==> config.mk <==
export PLATFORM = sky130hd
export DESIGN_NAME = fragment_fifo
export DESIGN_NICKNAME = d
export VERILOG_FILES = /design/src/rtl/raster_pkg.sv /design/src/rtl/zbuf_pkg.sv /design/src/rtl/fragment_fifo.sv
export SDC_FILE = /design/constraint.sdc
export NUM_CORES = 1
export LEC_CHECK = 0
export ABC_AREA = 1
export ABC_CLOCK_PERIOD_IN_PS = 3800
export BUFFER_PORTS_ARGS = -buffer_cell sky130_fd_sc_hd__buf_4
export CORE_MARGIN = 5
export CORE_UTILIZATION = 57
export DETAILED_ROUTE_END_ITERATION = 6
export PLACE_DENSITY_LB_ADDON = 0.3
export SYNTH_ARGS = -nofsm -noshare
export SYNTH_HDL_FRONTEND = slang
export SYNTH_SLANG_ARGS = --single-unit
==> constraint.sdc <==
create_clock -name clk -period 3.8 [get_ports clk]
set_input_delay 0.38 -clock clk [delete_from_list [all_inputs] [get_ports clk]]
set_output_delay 0.38 -clock clk [all_outputs]
set_load 0.02 [all_outputs]
==> src/rtl/raster_pkg.sv <==
/*
 * Incoming hit sample format for the rasterizer back end.
 * Coordinates are unsigned fixed point with coord_frac fraction bits.
 * Negative coordinates cannot be represented, so the source clamps them.
 * Depth compares as an unsigned number and a smaller value is nearer.
 * Colour is packed R in the top byte, then G, then B.
 */
package raster_pkg;

    localparam int coord_bits      = 12;                   // Whole coordinate width
    localparam int coord_frac      = 4;                    // Fraction bits
    localparam int depth_bits      = 16;
    localparam int color_chan_bits = 8;                    // Per channel
    localparam int color_bits      = 3 * color_chan_bits;  // Packed RGB

    typedef logic [coord_bits-1:0] coord_t;  // Screen coordinate, 8.4 fixed point
    typedef logic [depth_bits-1:0] depth_t;  // Smaller is nearer
    typedef logic [color_bits-1:0] color_t;  // {R, G, B}

    // Samples per pixel; the subsample grid side is 1, 2 or 4
    typedef enum logic [1:0] {
        aa_1x  = 2'd0,  // One sample at the pixel
        aa_4x  = 2'd1,  // 2x2 grid, one fraction bit per axis
        aa_16x = 2'd2   // 4x4 grid, two fraction bits per axis
    } aa_mode_t;

endpackage

==> src/rtl/zbuf_pkg.sv <==
/*
 * Depth buffer geometry and host port layout.
 * The screen is fixed at 8 by 8 pixels, with room for a 4x4 subsample
 * grid in every pixel whatever the anti-aliasing mode.
 * Sample address is {pixel y, pixel x, subsample y, subsample x}.
 * Wishbone address bit 10 selects depth (1) or colour (0).
 */
package zbuf_pkg;

    localparam int pix_bits         = 3;                          // 8 pixels per axis
    localparam int ss_bits          = 2;                          // 4 subsamples per axis
    localparam int sample_addr_bits = 2 * (pix_bits + ss_bits);   // 10
    localparam int sample_count     = 1 << sample_addr_bits;      // 1024 samples

    typedef logic [sample_addr_bits-1:0] sample_addr_t;

    localparam int fifo_depth    = 8;                     // Fragment FIFO entries
    localparam int fifo_ptr_bits = $clog2(fifo_depth);

    typedef logic [fifo_ptr_bits-1:0] fifo_ptr_t;
    typedef logic [fifo_ptr_bits:0]   fifo_count_t;        // Holds 0..fifo_depth

    localparam raster_pkg::depth_t depth_clear = '1;      // Farthest possible
    localparam raster_pkg::color_t color_clear = '0;      // Black

    localparam int wb_sel_bit = sample_addr_bits;         // 1 = depth, 0 = colour

    typedef logic [sample_addr_bits:0]               wb_addr_t;
    typedef logic [$bits(raster_pkg::color_t)-1:0]   wb_data_t;  // Depth zero-extended

endpackage

==> src/rtl/fragment_fifo.sv <==
/*
 * Eight-entry fragment FIFO with a combinational head.
 * A push while full or a pop while empty is ignored, so the producer
 * gates push_en with full and the consumer checks empty first.
 * Push and pop in the same cycle keep the occupancy unchanged.
 */
module fragment_fifo (
    input  logic                   clk,
    input  logic                   reset,
    input  logic                   push_en,
    input  zbuf_pkg::sample_addr_t push_addr,
    input  raster_pkg::depth_t     push_depth,
    input  raster_pkg::color_t     push_color,
    input  logic                   pop_en,
    output logic                   full,
    output logic                   empty,
    output zbuf_pkg::sample_addr_t head_addr,
    output raster_pkg::depth_t     head_depth,
    output raster_pkg::color_t     head_color
);

    zbuf_pkg::sample_addr_t addr_mem  [zbuf_pkg::fifo_depth];
    raster_pkg::depth_t     depth_mem [zbuf_pkg::fifo_depth];
    raster_pkg::color_t     color_mem [zbuf_pkg::fifo_depth];

    zbuf_pkg::fifo_ptr_t   wr_ptr;
    zbuf_pkg::fifo_ptr_t   rd_ptr;
    zbuf_pkg::fifo_count_t count;
    logic                  do_push;
    logic                  do_pop;

    assign full    = (count == zbuf_pkg::fifo_count_t'(zbuf_pkg::fifo_depth));
    assign empty   = (count == '0);
    assign do_push = push_en && !full;
    assign do_pop  = pop_en && !empty;

    assign head_addr  = addr_mem[rd_ptr];  // Valid whenever not empty
    assign head_depth = depth_mem[rd_ptr];
    assign head_color = color_mem[rd_ptr];

    always_ff @(posedge clk) begin
        if (do_push) begin
            addr_mem[wr_ptr]  <= push_addr;
            depth_mem[wr_ptr] <= push_depth;
            color_mem[wr_ptr] <= push_color;
        end
    end

    always_ff @(posedge clk) begin
        if (reset) begin
            wr_ptr <= '0;
            rd_ptr <= '0;
            count  <= '0;
        end else begin
            if (do_push) wr_ptr <= wr_ptr + 1'b1;  // Wraps at 8
            if (do_pop) rd_ptr <= rd_ptr + 1'b1;
            if (do_push && !do_pop) count <= count + 1'b1;
            else if (do_pop && !do_push) count <= count - 1'b1;
        end
    end

endmodule

After elaboration in Yosys (flattened, before gate mapping)
Memory sizes are Yosys's and may differ from the RTL's. A register that Yosys moved wholly into a read port is not among the register bits.
Index checks and enable logic that the tools add are counted.
- register bits after elaboration: 10
- memory bits (writable): 400
- input port bits: 54
- word-level logic and storage cells: 31
- memories kept: 3
- memory list (memory ; depth ; width ; rd ports ; clocked after Yosys merged registers in ; write ports ; RTL line ; RTL):
    color_mem ; 8 ; 24 ; 1 ; 1 ; 1 ; fragment_fifo.sv:24 ; raster_pkg::color_t color_mem [zbuf_pkg::fifo_depth];
    depth_mem ; 8 ; 16 ; 1 ; 1 ; 1 ; fragment_fifo.sv:23 ; raster_pkg::depth_t depth_mem [zbuf_pkg::fifo_depth];
    addr_mem ; 8 ; 10 ; 1 ; 1 ; 1 ; fragment_fifo.sv:22 ; zbuf_pkg::sample_addr_t addr_mem [zbuf_pkg::fifo_depth];
- $add $sub $neg: 4
- equality and inequality tests: 1
- mux-type cells: 10
- reduce and logical (&&, ||, !) cells: 10
- operators with widths (kind ; count):
    $mux 3 ; 6
    $mux 4 ; 2
    $add 3x1->3 const B ; 2
    $add 4x1->4 const B ; 1
    $eq 4x4->1 const B ; 1
    $logic_and 1x1->1 ; 4
    $logic_not 1->1 ; 4
    $logic_not 4->1 ; 1
    $sub 4x1->4 const B ; 1
    $mux 1 ; 2
    $reduce_bool 2->1 ; 1

Depth between registers and ports, before layout
Gate-level depths: netlist of the first run.
- depth in word-level cells: 7
- gate-level depth with buffers: 14
- gate-level depth less buffers: 14

Worst setup path after synthesis of the first run
No wires, ideal clock.
- path kind: register -> register
- start: register count[1]
- end: memory addr_mem[0][0] (netlist name) (enable)
- data arrival time: 2.931 ns
- path slack: 0.411 ns
- stages on the path, launching flop included: 7
- buffers on the path: 0
- period minus slack after synthesis: 3.389 ns
- path through: dfxtp_1 nor2_1 nand3_1 nand2_1 inv_2 nand2_1 nor2_1
- word-level cells in the longest chain between the ends: 5
- RTL lines (what ; RTL line ; RTL):
    from (decl) ; fragment_fifo.sv:28 ; zbuf_pkg::fifo_count_t count;
    from (signal assigned) ; fragment_fifo.sv:57 ; if (do_push && !do_pop) count <= count + 1'b1;
    from (signal assigned) ; fragment_fifo.sv:58 ; else if (do_pop && !do_push) count <= count - 1'b1;
    $eq 4x4->1 ; fragment_fifo.sv:32 ; assign full = (count == zbuf_pkg::fifo_count_t'(zbuf_pkg::fifo_depth));
    $logic_not 1->1 ; fragment_fifo.sv:34 ; assign do_push = push_en && !full;
    $logic_and 1x1->1 ; fragment_fifo.sv:34 ;
    net do_push ; fragment_fifo.sv:29 ; logic do_push;
    $mux 1 ; fragment_fifo.sv:42 ; if (do_push) begin
    $mux 1 (implied by the code) ; fragment_fifo.sv:43 ; addr_mem[wr_ptr] <= push_addr;
    to (decl) ; fragment_fifo.sv:22 ;
The timed path passes the listed nets, and every way through them passes these cells.

==> results by group, run 1 <==
Floorplan
  • Core area: 0.0289 sq mm
  • DIE AREA: 0.0330 sq mm
  • # rows: 62
  • Die W: 182 um
  • Initial Utilization: 0.581
  • I/O Pins: 106
  • Die Y-Extent: 182 um

Critical path
  • Worst flop-to-flop path endpoint: addr_mem[0][0]
  • Worst path top cell family by delay: buffers and inverters
  • Kind of start point of the critical path: flip-flop
  • CP Data Required Time: 3.42 ns
  • Crit path kind: flip-flop to output pin
  • Top cell by count, worst path: nand2_1
  • Critical path fanouts, max: 200
  • Buf/Inv on CP: 2
  • Reg2Reg Depth: 7
  • Crit-path slowest cell: buf_12
  • Worst path arrival time: 2.65 ns
  • Worst Setup End Kind: output pin
  • Worst r2r src: count[1]
  • Crit-path cells: buf_12 > o21ai_0 > o21ai_1 > nand2_1 > nand2_1 > buf_4
  • Crit-path max cell delay: 0.73 ns
  • FF-to-FF setup slack: 1.28 ns

Cells and area
  • Diode count: 0
  • Synth-to-Final Area Change: 12.9%
  • Share of cells above drive strength 1: 0.201
  • Core Util, Final: 0.656
  • Fin nets: 1475

Timing
  • F_max: 330 MHz
  • Final setup viols: 0
  • Minimum clock period: 3.03 ns
  • Worst slew pin tran: 1.11 ns
  • Final setup TNS: 0 ns
  • Final period utilization: 0.798
  • Clk_skew: 0.0148 ns
  • RSZ-0062 raised after global routing: no
  • Final number of hold-violating endpoints: 0
  • Final Slew Violations: 0
  • Slew HR: 0.261

Power and ir drop
  • Combinational Power Share: 0.281
  • Switching power: 4.10 mW
  • Leakage Power: 6.60 nW
  • Seq pwr share: 0.429
  • Pwr Total: 12.7 mW
  • Sw Share: 0.322
  • PwrDens: 671 mW/mm^2
  • Power share of the clock group: 0.289
  • Internal: 8.63 mW
  • VDD IR max: 0.484 mV

Routing
  • Vias: 10200
  • Drt total wl: 34100 um
  • Iter 0 DRT Violations: 856
  • # DRC: 0
  • Vias per inst: 5.57
  • DR WL/cell: 18.6 um
  • TritonRoute pass-1 iters: 6
  • Antenna-violating nets left: 0

Min path
  • Hold path depth: 2
  • Worst hold path type: input port to flip-flop
  • Worst Hold End: wr_ptr[2]
  • Worst hold start: reset

Clock tree
  • CTS Sinks: 413
  • Clock H-tree levels: 2
  • Hold_buf cts: 0
  • CTS tree: built
  • CTS root buf: clkbuf_16
  • Setup Buffers After CTS: 0
  • Reg clk slew, reported paths: 0.06 ns
  • Clk_lat worst skew: 0.54 ns
  • Post_cts resized: 0
  • Max Root-Sink Buffers: 3
  • CTS Buf Count: 42

Synth
  • Synthesized Nets: 1385
  • Synth Cell Area: 0.0168 sq mm
  • Synth Instances: 1325
  • Average size of a mapped cell: 12.7 sq um
  • Number of library cell types mapped by synthesis: 25
  • Post-synth top area share: 0.715
  • Synth area leader: edfxtp_1
  • Register area share after synthesis: 0.731
  • Ranking of synthesized cells by area: edfxtp_1 72%, o21ai_1 6.0%, nor2_1 4.9%, nor2_2 3.8%, nand2_1 3.7%
  • Yosys warnings: 0
  • Yosys reg bits: 413

Run status
  • Status: finished, final reports clean

GRT
  • Tot GR Track Use: 0.206
  • First-pass GRT wire length: 54900 um
  • Antenna violations before repair: 0
  • Number of global-route vias before repair: 10200
  • Global route total overflow: 0
  • Pin count of the biggest net entering global routing: 201

Place
  • Post-detail-place hpwl: 18400 um
  • Buffers on Ports: 105
  • Global placement routability congestion: 0.757

Run
  • Maxcap violations: 0
-- placed cells by master, fill, tap and decap left out, types with 10 or more instances in the layout --
master     synthesis  routed
clkbuf_16          0      43
clkbuf_1           8      13
o21ai_0          104     104
nor2_1           218     210
clkinv_1           0      11
nor2_2           101     101
buf_12            11      10
dfxtp_1           13      10
nand2_1          167     167
edfxtp_1         400     400
inv_1             15      14
buf_4             10     113
o21ai_1          201     201
-- cell type report --
cell class              count  area [sq um]
well taps                 384           480
multi-input cells         816          3860
repair buffers            123          1050
flip-flops and latches    413         12300
clock buffers              56          1120
inverters                  19          76.3
fillers                  2038          9970
clock inverters            18          98.8
-- flip-flops by register name, summed over array words and instances, names as in the netlist, named ones only --
register / cells
count: 4
color_mem: 192
rd_ptr: 3
addr_mem: 80
depth_mem: 128
wr_ptr: 3
-- synth_stat cells, drive strengths merged --
library cell and number:
xnor2 1, edfxtp 400, buf 52, a21oi 6
nor2 319, nand2 167, dfxtp 13, ha 5
xor2 4, bufbuf 1, clkbuf 14, fa 1
inv 19, dlymetal6s2s 1, dlygate4sd1 9, nand3 8
o21ai 305
-- per-layer routing --
layer,wire length [um],up-vias,global-route usage
li1,-,4841,-
met1,14500,4948,0.292
met2,16700,354,0.340
met3,2370,42,0.0346
met4,541,0,0.0462
met5,0,-,0
-- per-stage QoR --
step                      std cells  instance area (sq um)  hold WS, ns  worst slack, ns
after floorplan                1325                  16800        0.449            0.411
after global placement         1755                  17700        0.465             1.42
after detailed placement       1755                  17700        0.482             1.32
after CTS                      1829                  19000       0.0434            0.763
after global routing           1829                  19000       0.0558            0.564
final                          1829                  19000       0.0577            0.768
-- cell families after synthesis --
kind of cell    Yosys count  share of synthesized area
fa+ha+maj                 6                    0.00492
flops                   413                      0.731
simple gates            494                      0.126
xor+xnor                  5                    0.00261
buf+inv                  96                     0.0432
compound gates          311                     0.0927
-- worst max-delay path by stage --
stage                    from  slack, ns          endpoint  cells past startpoint
finish              flip-flop       0.77     head_color[9]                      6
floorplan            count[1]       0.41    addr_mem[0][0]                      6
global route        flip-flop       0.56    head_color[17]                      6
CTS                 flip-flop       0.76    head_color[17]                      6
detailed placement   count[1]       1.32  depth_mem[0][11]                      7
global placement     count[1]       1.42  color_mem[2][23]                      7
-- power groups by stage --
| stage | clock network, mW | registers [mW] | logic, mW |
|---|---|---|---|
| 2_1_floorplan | 0 | 5.50 | 2.62 |
| 3_3_place_gp | 0 | 5.55 | 3.51 |
| 3_5_place_dp | 0 | 5.56 | 3.60 |
| 4_1_cts | 3.75 | 5.47 | 3.62 |
| 5_1_grt | 3.95 | 5.49 | 3.99 |
| 6_report | 3.69 | 5.47 | 3.58 |
Power figures use the tool's default switching activity.
==> run 2, diff against run 1 <==
ABC_CLOCK_PERIOD_IN_PS = 2600   (was 3800)
CORE_UTILIZATION = 55   (was 57)
clock period = 2.6 ns   (was 3.8 ns; I/O delays follow)
==> run 2 against run 1 <==
Effect of this change: worst setup slack worse by 0.58 ns; routed wire length is 4.5% higher; die area rose by 3.4%; sequential share of layout area shrank 2.3 points; via count up 3.4%; hold slack worse by 0.0095 ns; clock skew rose by 0.0052 ns; cell count grew 4.4%; sequential cell count did not move; power is 48% higher; non-clock buffer count is 69 higher; critical path depth rose by 1; critical endpoint is now head_color[10].
==> results by group, run 2 (synthesis results as in run 1) <==
Run status
  • Status: finished, final reports clean (unchanged)

Power and ir drop
  • PwrDens: 957 mW/mm^2 (was 671 mW/mm^2)
  • Internal: 12.8 mW (was 8.63 mW)
  • VDD IR max: 0.646 mV (was 0.484 mV)
  • Combinational Power Share: 0.295 (was 0.281)
  • Sw Share: 0.320 (was 0.322)
  • Seq pwr share: 0.423 (was 0.429)
  • Leakage Power: 6.92 nW (was 6.60 nW)
  • Switching power: 6.03 mW (was 4.10 mW)
  • Pwr Total: 18.8 mW (was 12.7 mW)
  • Power share of the clock group: 0.282 (was 0.289)

Routing
  • Vias: 10500 (was 10200)
  • Vias per inst: 5.51 (was 5.57)
  • Drt total wl: 35600 um (was 34100 um)
  • # DRC: 0 (unchanged)
  • Iter 0 DRT Violations: 852 (was 856)
  • TritonRoute pass-1 iters: 4 (was 6)
  • Antenna-violating nets left: 0 (unchanged)
  • DR WL/cell: 18.7 um (was 18.6 um)

Timing
  • Final number of hold-violating endpoints: 0 (unchanged)
  • Slew HR: 0.504 (was 0.261)
  • Final setup viols: 0 (unchanged)
  • RSZ-0062 raised after global routing: no (unchanged)
  • F_max: 415 MHz
  • Worst slew pin tran: 0.744 ns (was 1.11 ns)
  • Final Slew Violations: 0 (unchanged)
  • Clk_skew: 0.0200 ns (was 0.0148 ns)
  • Final setup TNS: 0 ns (unchanged)
  • Minimum clock period: 2.41 ns
  • Final period utilization: 0.927
  • Hold Slack: 0.0482 ns (was 0.0577 ns)

Critical path
  • Critical path fanouts, max: 58 (was 200)
  • Worst Setup End Kind: output pin (unchanged)
  • Crit path kind: flip-flop to output pin (unchanged)
  • Kind of start point of the critical path: flip-flop (unchanged)
  • CP Data Required Time: 2.34 ns (was 3.42 ns)
  • Worst path arrival time: 2.15 ns (was 2.65 ns)

Cells and area
  • Top reg by flops: color_mem (unchanged)
  • Commonest non-fill, non-tap cells in the layout: 400 x edfxtp_1, 210 x nor2_1, 201 x o21ai_1, 167 x nand2_1, 128 x buf_4 (was 400 x edfxtp_1, 210 x nor2_1, 201 x o21ai_1, 167 x nand2_1, 113 x buf_4)
  • Fin nets: 1543 (was 1475)
  • Register area: 0.0123 sq mm (unchanged)
  • Layout fillers: 2168 (was 2038)
  • Final instance area: 0.0197 sq mm (was 0.0190 sq mm)
  • Area of the multi-input gates: 0.00386 sq mm (unchanged)
  • Largest registers: color_mem x192, depth_mem x128, addr_mem x80 (unchanged)
  • Share of cells above drive strength 1: 0.203 (was 0.201)
  • Max reg flops: 192 (unchanged)
  • Synth-to-Final Area Change: 17.1% (was 12.9%)
  • Most common cell after layout, fill and taps aside: edfxtp_1 (unchanged)

Place
  • Buffers on Ports: 105 (unchanged)
  • Global placement routability congestion: 0.752 (was 0.757)
  • Post-detail-place hpwl: 18900 um (was 18400 um)
  • Placed cell area: 0.0179 sq mm (was 0.0177 sq mm)

Floorplan
  • Core area: 0.0303 sq mm (was 0.0289 sq mm)
  • Initial Utilization: 0.553 (was 0.581)
  • I/O Pins: 106 (unchanged)
  • Die W: 185 um (was 182 um)
  • DIE AREA: 0.0341 sq mm (was 0.0330 sq mm)
  • Die Y-Extent: 185 um (was 182 um)
  • # rows: 64 (was 62)

GRT
  • Antenna violations before repair: 3 (was 0)
  • Tot GR Track Use: 0.205 (was 0.206)
  • First-pass GRT wire length: 55100 um (was 54900 um)
  • Pin count of the biggest net entering global routing: 134 (was 201)
  • Number of global-route vias before repair: 10300 (was 10200)
  • Global route total overflow: 0 (unchanged)

Clock tree
  • Clk_lat worst skew: 0.53 ns (was 0.54 ns)
  • CTS Sinks: 413 (unchanged)
  • CTS Buf Count: 41 (was 42)
  • CTS tree: built (unchanged)
  • Max Root-Sink Buffers: 3 (unchanged)
  • Clock H-tree levels: 2 (unchanged)
  • Reg clk slew, reported paths: 0.06 ns (about the same)
  • CTS root buf: clkbuf_16 (unchanged)

Min path
  • Worst hold path type: input port to flip-flop (unchanged)

Run
  • Maxcap violations: 0 (unchanged)
==> run 2: path summary, 6_finish.rpt <==
check	slack (ns)	start	cells past startpoint	to
setup / recovery	0.19	flip-flop	7	head_color[10]
hold / removal	0.05	push_en	3	wr_ptr[2]
setup reg to reg	0.46	count[1]	14	count[3]
hold reg to reg	0.50	rd_ptr[2]	2	flip-flop
==> run 2: metal layers <==
layer | GRT usage | vias up | share of wire
met5 | 0 | - | 0.00053
met4 | 0.0511 | 4 | 0.018
met3 | 0.0395 | 54 | 0.069
met2 | 0.334 | 351 | 0.48
met1 | 0.289 | 5150 | 0.43
li1 | - | 4972 | -
==> run 2: final cells by class <==
| cell class | count | area share |
|---|---|---|
| Tap cell | 396 | 0.0252 |
| Sequential cell | 413 | 0.624 |
| Multi-Input combinational cell | 816 | 0.196 |
| Antenna cell | 1 | 0.000127 |
| Timing Repair Buffer | 192 | 0.0890 |
| Inverter | 19 | 0.00401 |
| Clock inverter | 18 | 0.00420 |
| Clock buffer | 55 | 0.0570 |
==> run 2: worst max-delay path, stage by stage, from the launching register on <==
cell and delay (ns):
dfxtp_4 0.40, inv_8 0.31, buf_4 0.34, nor2_1 0.07
o21ai_1 0.13, nand2_1 0.06, nand2_1 0.15, buf_4 0.16
==> run 2: repair_timing <==
action | 4_1_cts | 5_1_grt
endpoints found under the hold margin | 403 | 0
endpoints found under the setup margin | 0 | 22
setup buffers | 0 | 1
hold buffers | 51 | 0
gates resized for setup | 0 | 2
==> run 2: stage by stage <==
stage / cells / setup slack, ns / utilization
after floorplan: 1325 / -0.789 / -
final: 1910 / 0.191 / 0.648
after global placement: 1783 / 0.606 / 0.590
after global routing: 1910 / 0.0611 / 0.648
after detailed placement: 1783 / 0.518 / 0.590
after CTS: 1907 / 0.0254 / 0.646
==> run 2: power by group through the flow <==
stage / clock [mW] / combinational [mW] / sequential (mW)
2_1_floorplan: 0 / 3.83 / 8.03
3_3_place_gp: 0 / 5.27 / 8.10
3_5_place_dp: 0 / 5.37 / 8.12
4_1_cts: 5.39 / 5.48 / 7.98
5_1_grt: 5.68 / 6.16 / 8.00
6_report: 5.31 / 5.54 / 7.97
