===== config.mk =====
export PLATFORM = sky130hd
export DESIGN_NAME = sample_decode
export DESIGN_NICKNAME = d
export VERILOG_FILES = /design/src/rtl/raster_pkg.sv /design/src/rtl/zbuf_pkg.sv /design/src/rtl/sample_decode.sv
export SDC_FILE = /design/constraint.sdc
export NUM_CORES = 1
export LEC_CHECK = 0
export ABC_AREA = 1
export BUFFER_PORTS_ARGS = -buffer_cell sky130_fd_sc_hd__buf_2
export CAP_MARGIN = 0
export CORE_UTILIZATION = 36
export DETAILED_ROUTE_END_ITERATION = 8
export PLACE_DENSITY = 0.82
export SYNTH_ARGS = -nofsm -noshare
export SYNTH_HDL_FRONTEND = slang
export SYNTH_SLANG_ARGS = --single-unit
export TNS_END_PERCENT = 30

===== constraint.sdc =====
create_clock -name clk -period 3.2 [get_ports clk]
set_clock_uncertainty 0.2 [all_clocks]
set_input_delay 0.48 -clock clk [delete_from_list [all_inputs] [get_ports clk]]
set_output_delay 0.48 -clock clk [all_outputs]
set_load 0.02 [all_outputs]

===== src/rtl/raster_pkg.sv =====
/*
 * Incoming hit sample format for the rasterizer back end.
 * Coordinates are unsigned fixed point with coord_frac fraction bits.
 * Negative coordinates cannot be represented, so the source clamps them.
 * Depth compares as an unsigned number and a smaller value is nearer.
 * Colour is packed R in the top byte, then G, then B.
 */
package raster_pkg;

    localparam int coord_bits      = 12;                   // Whole coordinate width
    localparam int coord_frac      = 4;                    // Fraction bits
    localparam int depth_bits      = 16;
    localparam int color_chan_bits = 8;                    // Per channel
    localparam int color_bits      = 3 * color_chan_bits;  // Packed RGB

    typedef logic [coord_bits-1:0] coord_t;  // Screen coordinate, 8.4 fixed point
    typedef logic [depth_bits-1:0] depth_t;  // Smaller is nearer
    typedef logic [color_bits-1:0] color_t;  // {R, G, B}

    // Samples per pixel; the subsample grid side is 1, 2 or 4
    typedef enum logic [1:0] {
        aa_1x  = 2'd0,  // One sample at the pixel
        aa_4x  = 2'd1,  // 2x2 grid, one fraction bit per axis
        aa_16x = 2'd2   // 4x4 grid, two fraction bits per axis
    } aa_mode_t;

endpackage


===== src/rtl/zbuf_pkg.sv =====
/*
 * Depth buffer geometry and host port layout.
 * The screen is fixed at 8 by 8 pixels, with room for a 4x4 subsample
 * grid in every pixel whatever the anti-aliasing mode.
 * Sample address is {pixel y, pixel x, subsample y, subsample x}.
 * Wishbone address bit 10 selects depth (1) or colour (0).
 */
package zbuf_pkg;

    localparam int pix_bits         = 3;                          // 8 pixels per axis
    localparam int ss_bits          = 2;                          // 4 subsamples per axis
    localparam int sample_addr_bits = 2 * (pix_bits + ss_bits);   // 10
    localparam int sample_count     = 1 << sample_addr_bits;      // 1024 samples

    typedef logic [sample_addr_bits-1:0] sample_addr_t;

    localparam int fifo_depth    = 8;                     // Fragment FIFO entries
    localparam int fifo_ptr_bits = $clog2(fifo_depth);

    typedef logic [fifo_ptr_bits-1:0] fifo_ptr_t;
    typedef logic [fifo_ptr_bits:0]   fifo_count_t;        // Holds 0..fifo_depth

    localparam raster_pkg::depth_t depth_clear = '1;      // Farthest possible
    localparam raster_pkg::color_t color_clear = '0;      // Black

    localparam int wb_sel_bit = sample_addr_bits;         // 1 = depth, 0 = colour

    typedef logic [sample_addr_bits:0]               wb_addr_t;
    typedef logic [$bits(raster_pkg::color_t)-1:0]   wb_data_t;  // Depth zero-extended

endpackage


===== src/rtl/sample_decode.sv =====
/*
 * Registers one hit and turns it into a sample address.
 * Integer coordinate bits above the pixel field must be zero, otherwise
 * the hit is accepted and dropped. aa_mode is sampled when a hit is
 * accepted, so change it only while the pipeline is idle.
 */
module sample_decode (
    input  logic                   clk,
    input  logic                   reset,
    input  raster_pkg::aa_mode_t   aa_mode,
    input  logic                   hit_valid,
    input  raster_pkg::coord_t     hit_x,
    input  raster_pkg::coord_t     hit_y,
    input  raster_pkg::depth_t     hit_depth,
    input  raster_pkg::color_t     hit_color,
    input  logic                   frag_ready,
    output logic                   hit_ready,
    output logic                   frag_valid,
    output zbuf_pkg::sample_addr_t frag_addr,
    output raster_pkg::depth_t     frag_depth,
    output raster_pkg::color_t     frag_color
);

    logic [zbuf_pkg::pix_bits-1:0] pix_x;
    logic [zbuf_pkg::pix_bits-1:0] pix_y;
    logic [zbuf_pkg::ss_bits-1:0]  ss_x;
    logic [zbuf_pkg::ss_bits-1:0]  ss_y;
    logic                          on_screen;
    logic                          accept;

    assign pix_x = hit_x[raster_pkg::coord_frac +: zbuf_pkg::pix_bits];  // Integer bits 6..4
    assign pix_y = hit_y[raster_pkg::coord_frac +: zbuf_pkg::pix_bits];

    // Anything set in integer bits 7 and up is past the 8 pixel edge
    assign on_screen =
        (hit_x[raster_pkg::coord_bits-1:raster_pkg::coord_frac+zbuf_pkg::pix_bits] == '0) &&
        (hit_y[raster_pkg::coord_bits-1:raster_pkg::coord_frac+zbuf_pkg::pix_bits] == '0);

    always_comb begin
        case (aa_mode)
            raster_pkg::aa_4x: begin  // Top fraction bit only
                ss_x = {{(zbuf_pkg::ss_bits-1){1'b0}}, hit_x[raster_pkg::coord_frac-1]};
                ss_y = {{(zbuf_pkg::ss_bits-1){1'b0}}, hit_y[raster_pkg::coord_frac-1]};
            end
            raster_pkg::aa_16x: begin  // Top two fraction bits
                ss_x = hit_x[raster_pkg::coord_frac-1 -: zbuf_pkg::ss_bits];
                ss_y = hit_y[raster_pkg::coord_frac-1 -: zbuf_pkg::ss_bits];
            end
            default: begin  // aa_1x, subsample 0
                ss_x = '0;
                ss_y = '0;
            end
        endcase
    end

    assign hit_ready = !frag_valid || frag_ready;  // Stage empty or draining now
    assign accept    = hit_valid && hit_ready;

    always_ff @(posedge clk) begin
        if (reset) begin
            frag_valid <= 1'b0;
        end else if (accept) begin
            frag_valid <= on_screen;  // Culled hits leave the stage empty
        end else if (frag_ready) begin
            frag_valid <= 1'b0;
        end
    end

    always_ff @(posedge clk) begin
        if (accept && on_screen) begin
            frag_addr  <= {pix_y, pix_x, ss_y, ss_x};
            frag_depth <= hit_depth;
            frag_color <= hit_color;
        end
    end

endmodule


* After elaboration in Yosys (flattened, before gate mapping)
Cells that the tools add are included.
W data, S select, Z words.
** Word-level totals
- Bits in registers :: 51
- Bits of input ports :: 70
- Output and inout bits :: 52
- Logic and storage cells :: 18
** Cells by class
- Equality and inequality tests :: 2
- Multiplexer cells :: 4
- Reductions and logical operators :: 8
** Operators by type and width (number)
- $logic_not A5 Y1 :: 2
- $pmux W2 S2 :: 2
- $logic_and A1 B1 Y1 :: 3
- $eq A2 B1 Y1 const B :: 1
- $eq A2 B2 Y1 const B :: 1
- $mux W1 :: 2
- $reduce_bool A2 Y1 :: 1
- $logic_not A1 Y1 :: 1
- $logic_or A1 B1 Y1 :: 1

* Depth between registers and ports, before layout
Gate-level depths: netlist of the first run.
- Word-level depth :: 4
- Mapped depth :: 6
- Depth with buffers taken out :: 6

* Worst setup path after synthesis of the first run
Ideal clock, no wire load.
- Path type :: input-to-reg
- From :: input port frag_ready
- To :: register frag_addr[0] (enable)
- Library setup time :: 0.458 ns
- Arrival :: 2.862 ns
- Data required time :: 2.542 ns
- Path slack :: -0.320 ns
- Stages on the path :: 4
- Path buffers :: 0
- Cells stage by stage :: inv_1 > nand2_2 > nand4_1 > nor2_1
** Between the ends
- Word-level cells in the longest chain between the ends :: 3
** RTL lines
- from (decl) :: RTL line sample_decode.sv:16 : input logic frag_ready,
- $logic_or A1 B1 Y1 :: RTL line sample_decode.sv:56 : assign hit_ready = !frag_valid || frag_ready;
- via hit_ready :: RTL line sample_decode.sv:17 : output logic hit_ready,
- $logic_and A1 B1 Y1 :: RTL line sample_decode.sv:57 : assign accept = hit_valid && hit_ready;
- $logic_and A1 B1 Y1 :: RTL line sample_decode.sv:70 : if (accept && on_screen) begin
- to (signal assigned) :: RTL line sample_decode.sv:71 : frag_addr <= {pix_y, pix_x, ss_y, ss_x};
- to (decl) :: RTL line sample_decode.sv:19 : output zbuf_pkg::sample_addr_t frag_addr,
The timed path passes the listed nets, and every way through them passes these cells.
A chain may end at the register's enable or synchronous reset.

* Worst setup path in the final report of the first run
- From :: register frag_valid
- To :: register frag_depth[4] (enable)
** Between the ends
- Word-level cells in the longest chain between the ends :: 4
** RTL lines
- from (decl) :: RTL line sample_decode.sv:18 : output logic frag_valid,
- from (signal assigned) :: RTL line sample_decode.sv:63 : frag_valid <= on_screen;
- $logic_not A1 Y1 :: RTL line sample_decode.sv:56
- $logic_or A1 B1 Y1 :: RTL line sample_decode.sv:56
- $logic_and A1 B1 Y1 :: RTL line sample_decode.sv:57
- $logic_and A1 B1 Y1 :: RTL line sample_decode.sv:70
- to (signal assigned) :: RTL line sample_decode.sv:72 : frag_depth <= hit_depth;
- to (decl) :: RTL line sample_decode.sv:20 : output raster_pkg::depth_t frag_depth,
Every way passes these cells.

==> results.yml, run 1 <==
clock_network:
  numCtsBuffers: 5
  ctsResizeCount: 0
  clockBufferDepth: 2
  clk_pin_slew_ns: 0.09
  clock_latency_ns: 0.29
  cts_root_buffer: "clkbuf_8"
  cts_tree: "built"
  cts_sinks: 51
  h-tree-depth: 2
  cts_setup_buffers: 0
  cts_hold_buffers: 0
grt:
  grt_pass1_vias: 1109
  grt_usage_pct: 13.5
  grt_max_degree: 31
  grt_pass1_wl_um: 4900
  antenna_found_initial: 0
  grt-ovfl-total: 0
placement:
  dpl.cell_count: 259
  numPortBuffers: 117
  gp_congestion: 0.685
  hpwl_um: 2590
synth:
  synth-seq-area-share_pct: 89.9
  yosysTopAreaCellShare_pct: 88.7
  yosys-top-cells-area: "edfxtp_1 (89%), nand2_1 (2.4%), nor2_1 (2.2%), inv_1 (1.8%), ha_1 (1.5%)"
  yosys.area_share.simple_pct: 5.99
  synth-seq-cells: 51
  synthXorXnorAreaFrac_pct: 0
  synth-adder-area-share_pct: 1.48
  syn_area_per_cell_um2: 19.0
  synth_top_family_by_area: "simple AND/OR/NAND/NOR gates"
  synth.distinct_cells: 11
  synth_top_cell_by_area: "edfxtp_1"
  synthCells: 89
  synthMuxAreaShare_pct: 0
  synth_warnings: 0
  synth_nets: 161
  synth_area_um2: 1690
  synth_compound_area_share_pct: 0.887
critical_path:
  crit_arrival_ns: 1.70
  crit_fanout: 30
  path_class: "flip-flop to flip-flop"
  crit_chain: "nand2_2 -> nand4_1 -> nor2_4 -> buf_12"
  r2r_slack_ns: 1.30
  cp-end-kind: "flip-flop"
  cp.required_ns: 3.00
  slowest_stage: "nor2_4"
  crit_family: "simple AND/OR/NAND/NOR gates"
  cp_num_buf_inv: 1
  critPathMaxStageDelay_ns: 0.53
  startpoint_type: "flip-flop"
power_and_ir_drop:
  ir_drop_v: 0.000169
  powerDensity_nw_per_um2: 461
  power.leakage_nw: 1.06
  p_total_w: 0.00114
floorplan:
  die_w_um: 70.6
  die_area_um2: 4980
  rows: 24
  num_io_pins: 122
  die_h_um: 70.6
  initial_core_util_pct: 38.1
  core_um2: 4440
route:
  drt-initial-drc-count: 77
  vias_per_cell: 4.52
  vias: 1208
  drc: 26
  wl_um: 3340
  drtPass1Iterations: 6
  wire_per_inst_um: 12.5
  postRouteAntennaNets: 0
sta:
  worst_pin_slew_ns: 0.603
  relSlewSlack_pct: 59.7
  drv_slew: 0
  finalSetupTns_ns: 0
  setup_viol: 0
  fmax_mhz: 525
  fin_crit_ns: 1.90
  grt_setup_unrepaired: "false"
  hold_violations: 0
  post-route-period-util_pct: 59.5
final_layout:
  syn2layout_area_growth_pct: 45.3
  finalNonFillerCells: 267
  nets: 286
  fillers: 353
  finish.utilization_pct: 55.3
  mostFrequentLayoutCells: "buf_2 (117), edfxtp_1 (50), nand2_1 (11)"
  layout_commonest_cell: "buf_2"
  antennaDiodeCount: 0
  drive_above_1_share_pct: 59.1
hold_path:
  min_path_type: "input port to flip-flop"
run:
  cap_viol_max_count: 0
status:
  status: "complete, but fails checks"
  violations: "design-rule violations"
[synth_stat cells]
master	count
a21oi_1	3
dfxtp_1	1
edfxtp_1	50
ha_1	2
inv_1	8
nand2_1	11
nand2_2	1
nand3_1	1
nand4_1	1
nor2_1	10
nor3_1	1
[routing by layer]
metal	vias to the layer above	share of wire, %	track usage [%]
li1	567	-	-
met1	549	37	14.2
met2	88	52	23.9
met3	4	11	5.13
met4	0	0.84	6.67
met5	-	0	0
[sequential cells by signal, summed over array words and instances, names as in the netlist]
signal,cells
frag_valid,1
frag_color,24
frag_addr,10
frag_depth,16
[kinds of logic after synthesis]
logic type / Yosys count
fa+ha+maj: 2
simple gates: 25
compound gates: 3
buf+inv: 8
flops: 51
[final timing paths]
check / startpoint / to / depth (start not counted)
min: reset / frag_valid$_SDFFE_PP0P_ / 2
max: frag_valid$_SDFFE_PP0P_ / frag_depth[4]$_DFFE_PP_ / 4
max reg2reg: frag_valid$_SDFFE_PP0P_ / frag_depth[4]$_DFFE_PP_ / 4
min reg2reg: frag_valid$_SDFFE_PP0P_ / frag_valid$_SDFFE_PP0P_ / 2
[layout make-up]
class                      count  area (µm²)  share of cell area [%]
sequential                    51        1520                    61.9
timing repair buffer         118         606                    24.6
multi-input combinational     30         149                    6.05
clock buffer                   5        68.8                    2.80
tap                           52        65.1                    2.64
inverter                       8        30.0                    1.22
clock inverter                 3        20.0                   0.814
[through the flow]
step                      hold slack, ns  setup WS [ns]  instance area (µm²)
after floorplan                    0.349          0.495                 1700
after global placement             0.303           1.02                 2370
after detailed placement           0.309          0.978                 2370
after CTS                          0.111           1.27                 2460
after global routing               0.117           1.17                 2460
final                              0.128           1.30                 2460
[worst reg2reg max path, stage by stage (launching register included)]
cell and delay, ns:
dfxtp_1 0.33, nand2_2 0.09, nand4_1 0.15, nor2_4 0.53
buf_12 0.28
[where the power goes]
group | total (W) | leakage [nW] | internal [W] | switching (W)
registers | 0.000732 | 0.451 | 0.000732 | 0.0000000836
clock network | 0.000350 | 0.0418 | 0.000152 | 0.000198
logic | 0.0000529 | 0.566 | 0.0000325 | 0.0000204
No activity file was read; power rests on OpenSTA's default activity.
==> run 2, diff against run 1 <==
--- a/config.mk
+++ b/config.mk
@@ -8,9 +8,9 @@
 export ABC_AREA = 1
 export BUFFER_PORTS_ARGS = -buffer_cell sky130_fd_sc_hd__buf_2
 export CAP_MARGIN = 0
-export CORE_UTILIZATION = 36
+export CORE_UTILIZATION = 40
 export DETAILED_ROUTE_END_ITERATION = 8
-export PLACE_DENSITY = 0.82
+export PLACE_DENSITY = 0.86
 export SYNTH_ARGS = -nofsm -noshare
 export SYNTH_HDL_FRONTEND = slang
 export SYNTH_SLANG_ARGS = --single-unit
==> constraint.sdc (replaced) <==
create_clock -name clk -period 1.82 [get_ports clk]
set_clock_uncertainty 0.2 [all_clocks]
set_input_delay 0.273 -clock clk [delete_from_list [all_inputs] [get_ports clk]]
set_output_delay 0.273 -clock clk [all_outputs]
set_load 0.02 [all_outputs]
==> run 2 against run 1 <==
The flow now finishes without violations. Cell area grew 21%. Sequential power grew 76%. Worst setup slack lost 0.91 ns. Highest routed layer unchanged. Clock power grew 120%. Flip-flop and latch count is the same. Fmax grew 33%. Die area shrank 9.7%. Utilization grew 19 points. Register-to-register slack lost 0.91 ns.
==> results.yml, run 2 (synthesized netlist as in run 1, its figures left out) <==
floorplan:
  rows: 23
  num_io_pins: 122
  die_w_um: 67.1
  initial_core_util_pct: 42.0
  die_area_um2: 4500
  core_um2: 4030
  die_h_um: 67.1
critical_path:
  r2r-end: "frag_depth[12]$_DFFE_PP_"
  cp.required_ns: 1.63
  crit_family: "simple AND/OR/NAND/NOR gates"
  r2r_start: "frag_valid$_SDFFE_PP0P_"
  cp-end-kind: "flip-flop"
  crit_arrival_ns: 1.24
  critPathMaxStageDelay_ns: 0.34
  path_class: "flip-flop to flip-flop"
  r2r_slack_ns: 0.39
  startpoint_type: "flip-flop"
  reg2regPathDepth: 4
  cp_num_buf_inv: 1
  slowest_stage: "dfxtp_2"
  crit_fanout: 31
  crit_chain: "nand2_4 -> nand4_1 -> nor2_4 -> buf_12"
power_and_ir_drop:
  internal-power_w: 0.00182
  p_total_w: 0.00224
  ir_drop_v: 0.000517
  power_switching_share_pct: 18.7
  switching_power_w: 0.000417
  power.leakage_nw: 1.29
  clkPwrFrac_pct: 34.6
  combPwrFrac_pct: 7.9
  powerDensity_nw_per_um2: 751
  p_seq_share_pct: 57.6
clock_network:
  cts_tree: "built"
  numCtsBuffers: 5
  clk_pin_slew_ns: 0.09
  clockBufferDepth: 2
  h-tree-depth: 2
  cts_root_buffer: "clkbuf_8"
  cts_sinks: 51
  clock_latency_ns: 0.30
  ctsResizeCount: 0
sta:
  fin_crit_ns: 1.43
  relSlewSlack_pct: 89.8
  setup_viol: 0
  worst_pin_slew_ns: 0.151
  post-route-period-util_pct: 78.6
  drv_slew: 0
  post-route-worst-setup-slack_ns: 0.390
  hold_violations: 0
  grt_setup_unrepaired: "false"
  fmax_mhz: 699
final_layout:
  regArea_um2: 1520
  fillers: 266
  largest-register: "frag_color"
  multi_input_area_um2: 154
  reg.largest.list: "frag_color x24, frag_depth x16, frag_addr x10"
  drive_above_1_share_pct: 49.4
  nets: 334
  mostFrequentLayoutCells: "buf_2 (117), edfxtp_1 (50), dlygate4sd3_1 (47)"
  largest_reg_flops: 24
  antennaDiodeCount: 0
  layout_commonest_cell: "buf_2"
  syn2layout_area_growth_pct: 75.9
route:
  wl_um: 4210
  vias_per_cell: 4.34
  wire_per_inst_um: 13.4
  vias: 1358
  drc: 0
  drt-initial-drc-count: 67
  drtPass1Iterations: 4
  postRouteAntennaNets: 0
grt:
  grt_max_degree: 32
  grt_usage_pct: 18.3
  grt_pass1_vias: 1284
  grt_pass1_wl_um: 5660
  grt-ovfl-total: 0
  antenna_found_initial: 0
hold_path:
  min_path_cells: 3
  min_path_type: "input port to flip-flop"
  hold_path.startpoint: "hit_x[3]"
  min_to: "frag_addr[1]$_DFFE_PP_"
placement:
  hpwl_um: 2860
  dp_slack_ns: 0.196
  gp_congestion: 0.747
  numPortBuffers: 117
run:
  cap_viol_max_count: 0
status:
  status: "completed"
-- run 2: worst register-to-register path: cells and delay by family (launching register included) --
family        cells  cell delay [ns]
buf+inv           1             0.22
simple gates      3             0.38
flops             1             0.34
-- run 2: worst max path at each step --
| stage | from | endpoint | slack [ns] | depth (start not counted) |
|---|---|---|---|---|
| 3_5_place_dp | hit_y[10] | frag_color[0]$_DFFE_PP_ | 0.20 | 5 |
| 2_1_floorplan | frag_valid$_SDFFE_PP0P_ | frag_addr[0]$_DFFE_PP_ | -0.16 | 3 |
| 4_1_cts | frag_valid$_SDFFE_PP0P_ | frag_color[11]$_DFFE_PP_ | 0.37 | 4 |
| 3_3_place_gp | hit_y[10] | frag_color[0]$_DFFE_PP_ | 0.21 | 5 |
| 6_report | frag_valid$_SDFFE_PP0P_ | frag_depth[12]$_DFFE_PP_ | 0.39 | 4 |
| 5_1_grt | frag_valid$_SDFFE_PP0P_ | frag_color[11]$_DFFE_PP_ | 0.33 | 4 |
-- run 2: layer usage --
metal	wire length, µm	vias up	track usage [%]
li1	-	666	-
met1	1550	608	18.5
met2	2130	78	32.8
met3	484	6	7.53
met4	49	0	7.18
met5	0	-	0
-- run 2: repair_timing --
action | 4_1_cts | 5_1_grt
hold endpoints to repair | 47 | 0
setup buffers | 0 | 0
hold buffers | 47 | 0
-- run 2: per-stage QoR --
step	cells	area, µm²	hold slack, ns	utilization, %	setup TNS (ns)
final	313	2980	0.0448	73.9	0
after global routing	313	2980	0.0577	73.9	0
after CTS	313	2980	0.0310	73.9	0
after detailed placement	258	2390	0.232	59.4	0
after global placement	258	2390	0.235	59.4	0
after floorplan	89	1710	0.135	-	-8.04
-- run 2: final cells by class --
cell class | count | area share [%]
Multi-Input combinational cell | 30 | 5.17
Timing Repair Buffer | 166 | 36.8
Tap cell | 50 | 2.10
Sequential cell | 51 | 51.1
Clock inverter | 3 | 1.47
Clock buffer | 5 | 2.31
Inverter | 8 | 1.01
-- run 2: power by group through the flow --
stage          Sequential (W)  Combinational [W]  Clock [W]
2_1_floorplan         0.00132          0.0000175          0
3_3_place_gp          0.00131          0.0000886          0
3_5_place_dp          0.00131          0.0000956          0
4_1_cts               0.00129           0.000175   0.000794
5_1_grt               0.00129           0.000191   0.000828
6_report              0.00129           0.000176   0.000774
==> run 3, diff against run 2 <==
--- a/config.mk
+++ b/config.mk
@@ -8,9 +8,9 @@
 export ABC_AREA = 1
 export BUFFER_PORTS_ARGS = -buffer_cell sky130_fd_sc_hd__buf_2
 export CAP_MARGIN = 0
-export CORE_UTILIZATION = 40
+export CORE_UTILIZATION = 36
 export DETAILED_ROUTE_END_ITERATION = 8
-export PLACE_DENSITY = 0.86
+export PLACE_DENSITY = 0.82
 export SYNTH_ARGS = -nofsm -noshare
 export SYNTH_HDL_FRONTEND = slang
 export SYNTH_SLANG_ARGS = --single-unit
==> constraint.sdc (replaced) <==
create_clock -name clk -period 1.3 [get_ports clk]
set_clock_uncertainty 0.2 [all_clocks]
set_input_delay 0.195 -clock clk [delete_from_list [all_inputs] [get_ports clk]]
set_output_delay 0.195 -clock clk [all_outputs]
set_load 0.02 [all_outputs]
==> run 3 against run 2 <==
The flow now finishes with violations (design-rule violations, negative setup slack). Clock power up 36%. Via count up 6.0%. Combinational power up 45%. Fmax down 1.6%. Critical path depth up 1. Cell count up 2.6%. First-iteration DRC count up 49%. Clock-buffer cell count unchanged. Register-to-register slack worse by 0.54 ns. Power up 39%. Critical path type unchanged. Highest routed layer unchanged.
==> results.yml, run 3 (synthesized netlist as in run 1, its figures left out) <==
route:
  vias_per_cell: 4.49
  wire_per_inst_um: 15.6
  drtPass1Iterations: 6
  vias: 1440
  drt-initial-drc-count: 100
  drc: 28
  wl_um: 4990
  postRouteAntennaNets: 0
final_layout:
  fin_area_um2: 3090
  drive_above_1_share_pct: 49.8
  reg.largest.list: "frag_color x24, frag_depth x16, frag_addr x10"
  layout_commonest_cell: "buf_2"
  nets: 341
  largest-register: "frag_color"
  antennaDiodeCount: 0
  mostFrequentLayoutCells: "buf_2 (116), edfxtp_1 (50), dlygate4sd3_1 (49)"
  largest_reg_flops: 24
  syn2layout_area_growth_pct: 82.5
  finalNonFillerCells: 321
  finish.utilization_pct: 69.5
clock_network:
  clk_pin_slew_ns: 0.08
  clock_latency_ns: 0.28
  numCtsBuffers: 5
  cts_root_buffer: "clkbuf_8"
  h-tree-depth: 2
  cts_sinks: 51
  cts_tree: "built"
  clockBufferDepth: 2
placement:
  numPortBuffers: 117
  gp_congestion: 0.679
  dpl.cell_count: 261
  hpwl_um: 2760
  postPlaceCellArea_um2: 2390
critical_path:
  reg2regPathDepth: 5
  cp.required_ns: 1.11
  crit_fanout: 10
  r2r-end: "frag_color[15]$_DFFE_PP_"
  r2r_start: "frag_valid$_SDFFE_PP0P_"
  path_class: "flip-flop to flip-flop"
  cp-end-kind: "flip-flop"
  crit_arrival_ns: 1.26
  r2r_slack_ns: -0.15
  startpoint_type: "flip-flop"
  cp-startpoint: "frag_valid$_SDFFE_PP0P_"
floorplan:
  num_io_pins: 122
  die_area_um2: 4980
  die_w_um: 70.6
  die_h_um: 70.6
  rows: 24
  core_um2: 4440
  initial_core_util_pct: 38.1
status:
  violations: "design-rule violations, negative setup slack"
  status: "complete, but fails checks"
hold_path:
  min_path_type: "input port to flip-flop"
  hold_path.startpoint: "hit_valid"
  min_to: "frag_valid$_SDFFE_PP0P_"
  min_path_cells: 5
run:
  cap_viol_max_count: 0
grt:
  grt_usage_pct: 19.0
  grt-ovfl-total: 0
  grt_pass1_vias: 1453
  grt_pass1_wl_um: 6960
  antenna_found_initial: 0
  grt_max_degree: 39
sta:
  post-route-period-util_pct: 112
  fmax_mhz: 688
  fin_crit_ns: 1.45
  finalSetupTns_ns: -6.66
  post-route-worst-setup-slack_ns: -0.154
  drv_slew: 0
  relSlewSlack_pct: 90.2
  setup_viol: 51
  hold_violations: 0
  grt_setup_unrepaired: "true"
  worst_pin_slew_ns: 0.146
power_and_ir_drop:
  switching_power_w: 0.000571
  ir_drop_v: 0.000662
  powerDensity_nw_per_um2: 1010
  p_seq_share_pct: 57.9
  clkPwrFrac_pct: 33.9
  power_switching_share_pct: 18.3
  combPwrFrac_pct: 8.2
  power.leakage_nw: 1.33
  internal-power_w: 0.00254
-- run 3: layout make-up --
cell class / count / area, µm²
Inverter: 8 / 30.0
Timing Repair Buffer: 173 / 1210
Fill cell: 293 / 1360
Tap cell: 52 / 65.1
Clock inverter: 2 / 37.5
Sequential cell: 51 / 1520
Clock buffer: 5 / 68.8
Multi-Input combinational cell: 30 / 154
-- run 3: repair_timing --
| item | CTS | global route |
|---|---|---|
| gates cloned | 0 | 3 |
| hold buffers | 49 | 0 |
| pin swaps | 0 | 2 |
| endpoints found under the setup margin | 51 | 51 |
| endpoints found under the hold margin | 49 | 0 |
| gates resized for setup | 2 | 3 |
| setup buffers | 0 | 1 |
-- run 3: critical path, cell delays in order (launching register included) --
cell,delay [ns]
dfxtp_2,0.34
nand2_4,0.05
nand4_1,0.13
nor2_4,0.16
buf_12,0.14
clkbuf_16,0.16
-- run 3: routing by layer --
layer  up-vias  GRT usage, %  routed length [µm]
li1        677             -                   -
met1       684          19.7                1740
met2        75          37.6                2820
met3         4          5.27                 410
met4         0          4.22                  31
met5         -             0                   0
-- run 3: power groups by stage --
stage	Combinational [W]	Sequential (W)	Clock, W
after floorplan	0.0000245	0.00184	0
after global placement	0.000125	0.00184	0
after detailed placement	0.000133	0.00184	0
after CTS	0.000247	0.00180	0.00108
after global routing	0.000279	0.00180	0.00114
final	0.000255	0.00180	0.00105
-- run 3: per-stage QoR --
step                worst slack (ns)  power (W)  hold WS, ns
finish                        -0.154    0.00311       0.0378
global route                  -0.176    0.00322       0.0638
CTS                           -0.121    0.00313       0.0169
detailed placement            -0.228    0.00197        0.147
global placement              -0.225    0.00196        0.143
floorplan                     -0.681    0.00187       0.0567
-- run 3: how the worst max path moves through the flow --
stage,end,slack [ns],depth (start not counted)
after floorplan,frag_addr[0]$_DFFE_PP_,-0.68,3
after global placement,frag_addr[8]$_DFFE_PP_,-0.23,5
after detailed placement,frag_color[12]$_DFFE_PP_,-0.23,5
after CTS,frag_color[12]$_DFFE_PP_,-0.12,4
after global routing,frag_addr[4]$_DFFE_PP_,-0.18,5
final,frag_color[15]$_DFFE_PP_,-0.15,5
